<file path="src/design/zxio_pkg.sv">
package zxio_pkg;

  // --------------------------------------------------
  // I/O ports and fixed bus values
  // --------------------------------------------------
  localparam logic [15:0] ZXUNO_ADDR_PORT = 16'hFC3B;
  localparam logic [15:0] ZXUNO_DATA_PORT = 16'hFD3B;

  // Floating bus, also forced during interrupt acknowledge
  localparam logic [7:0] BUS_IDLE_BYTE = 8'hFF;

  // Core ID string, first character in the top byte
  localparam int COREID_LEN = 8;
  localparam logic [COREID_LEN-1:0][7:0] COREID_TEXT = "ZXIO-1.0";

  // --------------------------------------------------
  // Register bank addresses
  // --------------------------------------------------
  typedef enum logic [7:0] {
    REG_DEVOPTIONS = 8'h0E,
    REG_BOARDCAP   = 8'hFD,
    REG_SCRATCH    = 8'hFE,
    REG_COREID     = 8'hFF
  } reg_addr_e;

  // --------------------------------------------------
  // Bus and register structures
  // --------------------------------------------------
  // Z80 view of one bus cycle
  typedef struct packed {
    logic [15:0] addr;
    logic [7:0]  dout;
    logic        iorq_n;
    logic        rd_n;
    logic        wr_n;
    logic        m1_n;
  } cpu_bus_t;

  // Current register plus data port strobes
  typedef struct packed {
    logic [7:0] addr;
    logic       rd;
    logic       wr;
    logic       addr_changed;
  } reg_access_t;

  // Device options, bit 7 down to bit 0
  typedef struct packed {
    logic disable_spisd;
    logic enable_timexmmu;
    logic disable_romsel1f;
    logic disable_romsel7f;
    logic disable_1ffd;
    logic disable_7ffd;
    logic disable_turboay;
    logic disable_ay;
  } dev_options_t;

endpackage

</file>
<file path="src/design/config_registers.sv">
`timescale 1ns/1ps

module config_registers #(
  parameter logic [2:0] BOARD_MODEL = 3'd0
) (
  input  logic                   sysclk,
  input  logic                   reset,
  input  zxio_pkg::reg_access_t  regacc,
  input  logic [7:0]             wdata,
  output logic [7:0]             dout,
  output logic                   oe,
  output zxio_pkg::dev_options_t dev_options
);

  logic [7:0]             scratch;
  zxio_pkg::dev_options_t devopt;

  // --------------------------------------------------
  // Register writes
  // --------------------------------------------------
  always_ff @(posedge sysclk) begin
    if (reset) begin
      scratch <= 8'h00;
      devopt  <= '0;
    end else if (regacc.wr) begin
      case (regacc.addr)
        zxio_pkg::REG_SCRATCH: begin
          scratch <= wdata;
        end
        zxio_pkg::REG_DEVOPTIONS: begin
          devopt <= zxio_pkg::dev_options_t'(wdata);
        end
        // Board capabilities is read only
        default: begin
        end
      endcase
    end
  end

  // --------------------------------------------------
  // Read back
  // --------------------------------------------------
  always_comb begin
    dout = 8'h00;
    oe   = 1'b0;
    case (regacc.addr)
      zxio_pkg::REG_SCRATCH: begin
        dout = scratch;
        oe   = regacc.rd;
      end
      zxio_pkg::REG_DEVOPTIONS: begin
        dout = devopt;
        oe   = regacc.rd;
      end
      zxio_pkg::REG_BOARDCAP: begin
        dout = {5'b00000, BOARD_MODEL};
        oe   = regacc.rd;
      end
      default: begin
      end
    endcase
  end

  assign dev_options = devopt;

  a_oe_only_on_read: assert property (
    @(posedge sysclk) disable iff (reset) oe |-> regacc.rd
  ) else $error("config_registers: oe high outside a data port read");

endmodule

</file>
<file path="src/design/coreid_reg.sv">
`timescale 1ns/1ps

module coreid_reg (
  input  logic                  sysclk,
  input  logic                  reset,
  input  zxio_pkg::reg_access_t regacc,
  output logic [7:0]            dout,
  output logic                  oe
);

  // Index runs 0 to COREID_LEN, the last value is the terminator
  localparam int IDX_W = $clog2(zxio_pkg::COREID_LEN + 1);
  localparam int SEL_W = $clog2(zxio_pkg::COREID_LEN);
  localparam logic [IDX_W-1:0] LAST_IDX = IDX_W'(zxio_pkg::COREID_LEN);

  logic [IDX_W-1:0] idx;
  logic [SEL_W-1:0] byte_sel;
  logic             coreid_rd;
  logic             coreid_rd_prev;
  logic             rd_done;

  assign coreid_rd = regacc.rd && (regacc.addr == zxio_pkg::REG_COREID);

  // Read has just ended
  assign rd_done = coreid_rd_prev & ~coreid_rd;

  always_ff @(posedge sysclk) begin
    if (reset) begin
      idx            <= '0;
      coreid_rd_prev <= 1'b0;
    end else begin
      coreid_rd_prev <= coreid_rd;
      if (regacc.addr_changed) begin
        idx <= '0;
      end else if (rd_done) begin
        idx <= (idx == LAST_IDX) ? '0 : idx + 1'b1;
      end
    end
  end

  // --------------------------------------------------
  // Byte lookup
  // --------------------------------------------------
  // First character sits in the top byte of the text
  assign byte_sel = SEL_W'(LAST_IDX - 1'b1 - idx);

  always_comb begin
    if (idx == LAST_IDX) begin
      dout = 8'h00;
    end else begin
      dout = zxio_pkg::COREID_TEXT[byte_sel];
    end
  end

  assign oe = coreid_rd;

  a_idx_in_range: assert property (
    @(posedge sysclk) disable iff (reset) idx <= LAST_IDX
  ) else $error("coreid_reg: index %0d past end of string", idx);

endmodule

</file>
<file path="src/design/cpu_data_select.sv">
`timescale 1ns/1ps

module cpu_data_select (
  input  zxio_pkg::cpu_bus_t bus,
  input  logic               addr_oe,
  input  logic [7:0]         addr_dout,
  input  logic               coreid_oe,
  input  logic [7:0]         coreid_dout,
  input  logic               cfg_oe,
  input  logic [7:0]         cfg_dout,
  output logic [7:0]         cpu_din
);

  logic int_ack;

  // Interrupt acknowledge puts 0xFF on the bus
  assign int_ack = ~bus.iorq_n & ~bus.m1_n;

  // --------------------------------------------------
  // Priority selector, acknowledge first
  // --------------------------------------------------
  always_comb begin
    case (1'b1)
      int_ack:   cpu_din = zxio_pkg::BUS_IDLE_BYTE;
      addr_oe:   cpu_din = addr_dout;
      coreid_oe: cpu_din = coreid_dout;
      cfg_oe:    cpu_din = cfg_dout;
      default:   cpu_din = zxio_pkg::BUS_IDLE_BYTE;
    endcase
  end

  // Enables come from separate devices, checked once values settle
  always_comb begin
    a_one_source: assert final ($onehot0({addr_oe, coreid_oe, cfg_oe}))
      else $error("cpu_data_select: more than one device drives the bus");
  end

endmodule

</file>
<file path="src/design/zxuno_addr_reg.sv">
`timescale 1ns/1ps

module zxuno_addr_reg (
  input  logic                  sysclk,
  input  logic                  reset,
  input  zxio_pkg::cpu_bus_t    bus,
  output zxio_pkg::reg_access_t regacc,
  output logic                  addr_oe,
  output logic [7:0]            addr_dout
);

  logic       io_cycle;
  logic       addr_port_hit;
  logic       data_port_hit;
  logic       addr_wr_now;
  logic       data_wr_now;
  logic       addr_wr_prev;
  logic       data_wr_prev;
  logic       addr_wr_start;
  logic [7:0] reg_addr;

  // --------------------------------------------------
  // Port decode
  // --------------------------------------------------
  // Interrupt acknowledge is not an I/O access
  assign io_cycle      = ~bus.iorq_n & bus.m1_n;
  assign addr_port_hit = io_cycle && (bus.addr == zxio_pkg::ZXUNO_ADDR_PORT);
  assign data_port_hit = io_cycle && (bus.addr == zxio_pkg::ZXUNO_DATA_PORT);

  assign addr_wr_now = addr_port_hit & ~bus.wr_n;
  assign data_wr_now = data_port_hit & ~bus.wr_n;

  // First cycle of a write only
  assign addr_wr_start = addr_wr_now & ~addr_wr_prev;

  // --------------------------------------------------
  // Previous access state and register address
  // --------------------------------------------------
  always_ff @(posedge sysclk) begin
    if (reset) begin
      addr_wr_prev <= 1'b0;
      data_wr_prev <= 1'b0;
      reg_addr     <= 8'h00;
    end else begin
      addr_wr_prev <= addr_wr_now;
      data_wr_prev <= data_wr_now;
      if (addr_wr_start) begin
        reg_addr <= bus.dout;
      end
    end
  end

  // Strobes to the register devices
  assign regacc.addr         = reg_addr;
  assign regacc.rd           = data_port_hit & ~bus.rd_n;
  assign regacc.wr           = data_wr_now & ~data_wr_prev;
  assign regacc.addr_changed = addr_wr_start;

  // Address port reads back the selected register
  assign addr_oe   = addr_port_hit & ~bus.rd_n;
  assign addr_dout = reg_addr;

  a_rd_wr_exclusive: assert property (
    @(posedge sysclk) disable iff (reset) !(regacc.rd && regacc.wr)
  ) else $error("zxuno_addr_reg: data port rd and wr strobes high together");

endmodule

</file>
<file path="src/design/zxuno_io.sv">
`timescale 1ns/1ps

module zxuno_io #(
  parameter logic [2:0] BOARD_MODEL = 3'd0
) (
  input  logic                   sysclk,
  input  logic                   reset,
  input  zxio_pkg::cpu_bus_t     bus,
  output logic [7:0]             cpu_din,
  output zxio_pkg::dev_options_t dev_options
);

  // Register bank access from the port decoder
  zxio_pkg::reg_access_t regacc;

  // Address port read back
  logic       addr_oe;
  logic [7:0] addr_dout;

  // Core ID
  logic       coreid_oe;
  logic [7:0] coreid_dout;

  // Scratch, options and capabilities
  logic       cfg_oe;
  logic [7:0] cfg_dout;

  // --------------------------------------------------
  // Port decoder and register address
  // --------------------------------------------------
  zxuno_addr_reg port_decoder (
    .sysclk      (sysclk     ),
    .reset       (reset      ),
    .bus         (bus        ),
    .regacc      (regacc     ),
    .addr_oe     (addr_oe    ),
    .addr_dout   (addr_dout  ));

  // --------------------------------------------------
  // Register devices
  // --------------------------------------------------
  coreid_reg core_identification (
    .sysclk      (sysclk     ),
    .reset       (reset      ),
    .regacc      (regacc     ),
    .dout        (coreid_dout),
    .oe          (coreid_oe  ));

  config_registers #(
    .BOARD_MODEL (BOARD_MODEL)
  ) config_bank (
    .sysclk      (sysclk     ),
    .reset       (reset      ),
    .regacc      (regacc     ),
    .wdata       (bus.dout   ),
    .dout        (cfg_dout   ),
    .oe          (cfg_oe     ),
    .dev_options (dev_options));

  // CPU input data
  cpu_data_select read_mux (
    .bus         (bus        ),
    .addr_oe     (addr_oe    ),
    .addr_dout   (addr_dout  ),
    .coreid_oe   (coreid_oe  ),
    .coreid_dout (coreid_dout),
    .cfg_oe      (cfg_oe     ),
    .cfg_dout    (cfg_dout   ),
    .cpu_din     (cpu_din    ));

endmodule

</file>
<file path="config.mk">
export PLATFORM = sky130hd
export DESIGN_NAME = zxuno_io
export DESIGN_NICKNAME = d
export VERILOG_FILES = /design/src/design/zxio_pkg.sv /design/src/design/config_registers.sv /design/src/design/coreid_reg.sv /design/src/design/cpu_data_select.sv /design/src/design/zxuno_addr_reg.sv /design/src/design/zxuno_io.sv
export SDC_FILE = /design/constraint.sdc
export NUM_CORES = 1
export LEC_CHECK = 0
export BUFFER_PORTS_ARGS = -buffer_cell sky130_fd_sc_hd__clkbuf_2
export CAP_MARGIN = 25
export CORE_ASPECT_RATIO = 1.4
export CORE_MARGIN = 5
export CORE_UTILIZATION = 49
export CTS_CLUSTER_SIZE = 8
export DETAILED_ROUTE_END_ITERATION = 8
export GPL_TIMING_DRIVEN = 0
export PLACE_DENSITY = 0.76
export SETUP_SLACK_MARGIN = 0.5
export SKIP_CTS_REPAIR_TIMING = 1
export SYNTH_ARGS = -nofsm -noshare
export SYNTH_HDL_FRONTEND = slang
export SYNTH_HIERARCHICAL = 1
export SYNTH_SLANG_ARGS = --single-unit
</file>
<file path="constraint.sdc">
create_clock -name sysclk -period 2 [get_ports sysclk]
set_input_delay 0.1 -clock sysclk [delete_from_list [all_inputs] [get_ports sysclk]]
set_output_delay 0.1 -clock sysclk [all_outputs]
set_load 0.01 [all_outputs]
</file>
==> reports/metrics.yaml <==
status:
  status: "complete, but fails checks"
  violations: "negative setup slack"
placement:
  post-place-cells: 326
  place_congestion: 0.781
  dp_hpwl_mm: 4.12
  placed_area_sq_um: 2460
  io_buffer_count: 45
cells_and_area:
  fin_cells: 348
  layout.nets: 336
  post-route-cell-area_sq_um: 2810
  final_common_cell: "clkbuf_2"
  antennaDiodeCount: 0
  layout_common_cells: "clkbuf_2 (40), nand2b_1 (26), dfxtp_1 (25)"
  drive_gt1_share_pct: 44.9
  syn_to_final_growth_pct: 35.6
  utilization_pct: 67.5
sta:
  setup_viol: 8
  max_freq_ghz: 0.433
  finClkSkew_ns: 0.00790
  finalHoldViolCount: 0
  slew_viol_final: 0
  worst_pin_slew_ns: 0.610
  fin_hold_ws_ns: 0.0706
  slew_headroom_pct: 59.4
  period_needed_ns: 2.31
  min_period_over_period_pct: 115
  rsz0062_at_grt: "yes"
  fin_ws_ns: -0.307
route:
  routedWlPerCell_microns: 16.5
  ant_nets: 0
  drt-total-wl_mm: 5.74
  wl_met2_mm: 3.07
  via_per_inst: 5.80
  drtPass1Iterations: 4
  dr_total_vias: 2018
  first_iter_violations: 80
  met3WireLength_microns: 263
  routed.top_layer: "met4"
  drc_errors: 0
  wl_met1_mm: 2.33
clock_tree:
  clock_latency_ns: 0.28
  cts_tree: "done"
  cts.reportedPaths.clkPinSlew_ns: 0.07
  root_buffer: "clkbuf_8"
  clk_path_buf_depth: 2
  htree_levels: 2
  clkSinkCount: 31
  cts_buffers: 5
global_routing:
  grtUsageTotal_pct: 20.1
  grt_pass1_vias: 1904
  grt_antenna_before_repair: 0
  overflow: 0
  grt_pass1_wl_mm: 8.88
  grt_max_degree: 13
critical_path:
  arrival_ns: 2.21
  path_cells: "buf_4, nor4_4, o21ai_0, a21oi_2, nor3b_4, o311ai_2, buf_2"
  start_kind: "flop"
  critPathKind: "reg2out"
  required_ns: 1.90
  endpoint_kind: "output port"
  slowest_stage: "dfxtp_4"
  worstPathMaxFanout: 8
  max_stage_delay_ns: 0.36
power_and_ir_drop:
  power_density_nw_per_um2: 480
  power_leakage_nw: 1.14
  fin_total_pwr_mw: 1.35
  ir_worst_vdd_v: 0.000401
floorplan:
  core_sq_um: 4170
  top_level_ports: 46
  start_util_pct: 49.8
  die_x_microns: 65.0
  rows: 28
  dieHeight_microns: 87.0
  die-area_sq_um: 5660
min_path:
  hold_path.class: "in2reg"
job:
  maxCapViolCount: 0
logic_synthesis:
  synth.distinct_cells: 47
  syn-cell-area_sq_um: 2080
  ys_seq_elements: 31
  synth_fp_nets: 270
  avgSynthCellArea_sq_um: 8.80
  yosys_warnings: 6
  ys_seq_area_share_pct: 29.9
  synthCells: 236
## per-stage QoR
step / setup slack, ns / setup TNS, ns
floorplan: -0.0517 / -0.448
global placement: -0.545 / -7.06
detailed placement: -0.561 / -7.40
CTS: -0.785 / -5.95
global route: -0.428 / -3.05
finish: -0.307 / -2.28
## sequential cells by signal, indices dropped and copies added, names as in the netlist
name,count
core_identification/idx,4
port_decoder/addr_wr_prev,1
config_bank/dev_options,8
port_decoder/data_wr_prev,1
config_bank/scratch,8
core_identification/coreid_rd_prev,1
port_decoder/addr_dout,8
## cell families (layout without fill, tap and decap cells)
kind of cell             Yosys count  after routing  synth area share, %
adder cells (fa/ha/maj)            4              4                 2.41
buffers and inverters             26             93                 7.96
multiplexers                      18             18                 8.68
AO/OA/AOI/OAI                     44             44                 16.2
AND/OR/NAND/NOR                  112            112                 34.7
flip-flops                        31             31                 29.9
other                              1              1                0.181
## per-layer routing
layer,GRT usage [%],up-vias
met5,0,-
met4,6.54,0
met3,4.65,7
met2,36.9,55
met1,22.7,977
li1,-,979
## where the power goes
part           switching [mW]  internal, mW
clock                   0.249         0.403
sequential        0.000000477         0.611
combinational          0.0460        0.0405
## final cells by class
cell class	instances	area, sq um
tap	45	56.3
multi-input combinational	179	1480
clock buffer	6	82.6
clock inverter	2	35.0
timing repair buffer	59	350
buffer	22	160
inverter	4	15.0
fill	372	1360
sequential	31	638
## critical path: cells and delay by family (launching register included)
kind | cells | cell delay (ns)
DFF | 1 | 0.36
buffers and inverters | 2 | 0.34
AOI/OAI and AO/OA | 3 | 0.59
and+or+nand+nor | 2 | 0.62
## cell usage after synthesis, drive strengths merged
| cell type | number | area [sq um] |
|---|---|---|
| nor3 | 8 | 56.3 |
| nand3 | 5 | 30.0 |
| a211oi | 2 | 20.0 |
| nor4 | 3 | 33.8 |
| a21oi | 12 | 60.1 |
| nor2b | 11 | 68.8 |
| nand2b | 26 | 163 |
| o21ai | 12 | 90.1 |
| o311ai | 8 | 70.1 |
| conb | 1 | 3.75 |
| and3 | 2 | 12.5 |
| or4b | 2 | 20.0 |
| ha | 4 | 50.1 |
| a2111oi | 1 | 15.0 |
| o31ai | 1 | 21.3 |
| nand4b | 1 | 8.76 |
| and2 | 2 | 12.5 |
| nor3b | 8 | 60.1 |
| and4b | 1 | 10.0 |
| nand3b | 2 | 15.0 |
| inv | 4 | 15.0 |
| buf | 18 | 134 |
| or2 | 3 | 18.8 |
| clkbuf | 4 | 16.3 |
| dfxtp | 31 | 621 |
| nand2 | 15 | 63.8 |
| nor4b | 1 | 23.8 |
| or3 | 1 | 6.26 |
| and4 | 1 | 10.0 |
| nor2 | 10 | 37.5 |
| nand4 | 10 | 68.8 |
| mux2i | 18 | 180 |
| a22oi | 8 | 60.1 |
## worst paths after layout
check / slack (ns) / depth (start not counted) / to / from
setup reg to reg: 0.40 / 6 / core_identification/idx[1] / port_decoder/addr_dout[2]
hold / removal: 0.07 / 3 / port_decoder/addr_dout[4] / bus[8]
hold reg to reg: 0.48 / 2 / port_decoder/addr_dout[7] / port_decoder/addr_dout[7]
setup / recovery: -0.31 / 7 / cpu_din[4] / port_decoder/addr_dout[6]
(Power assumes the default switching activity.)
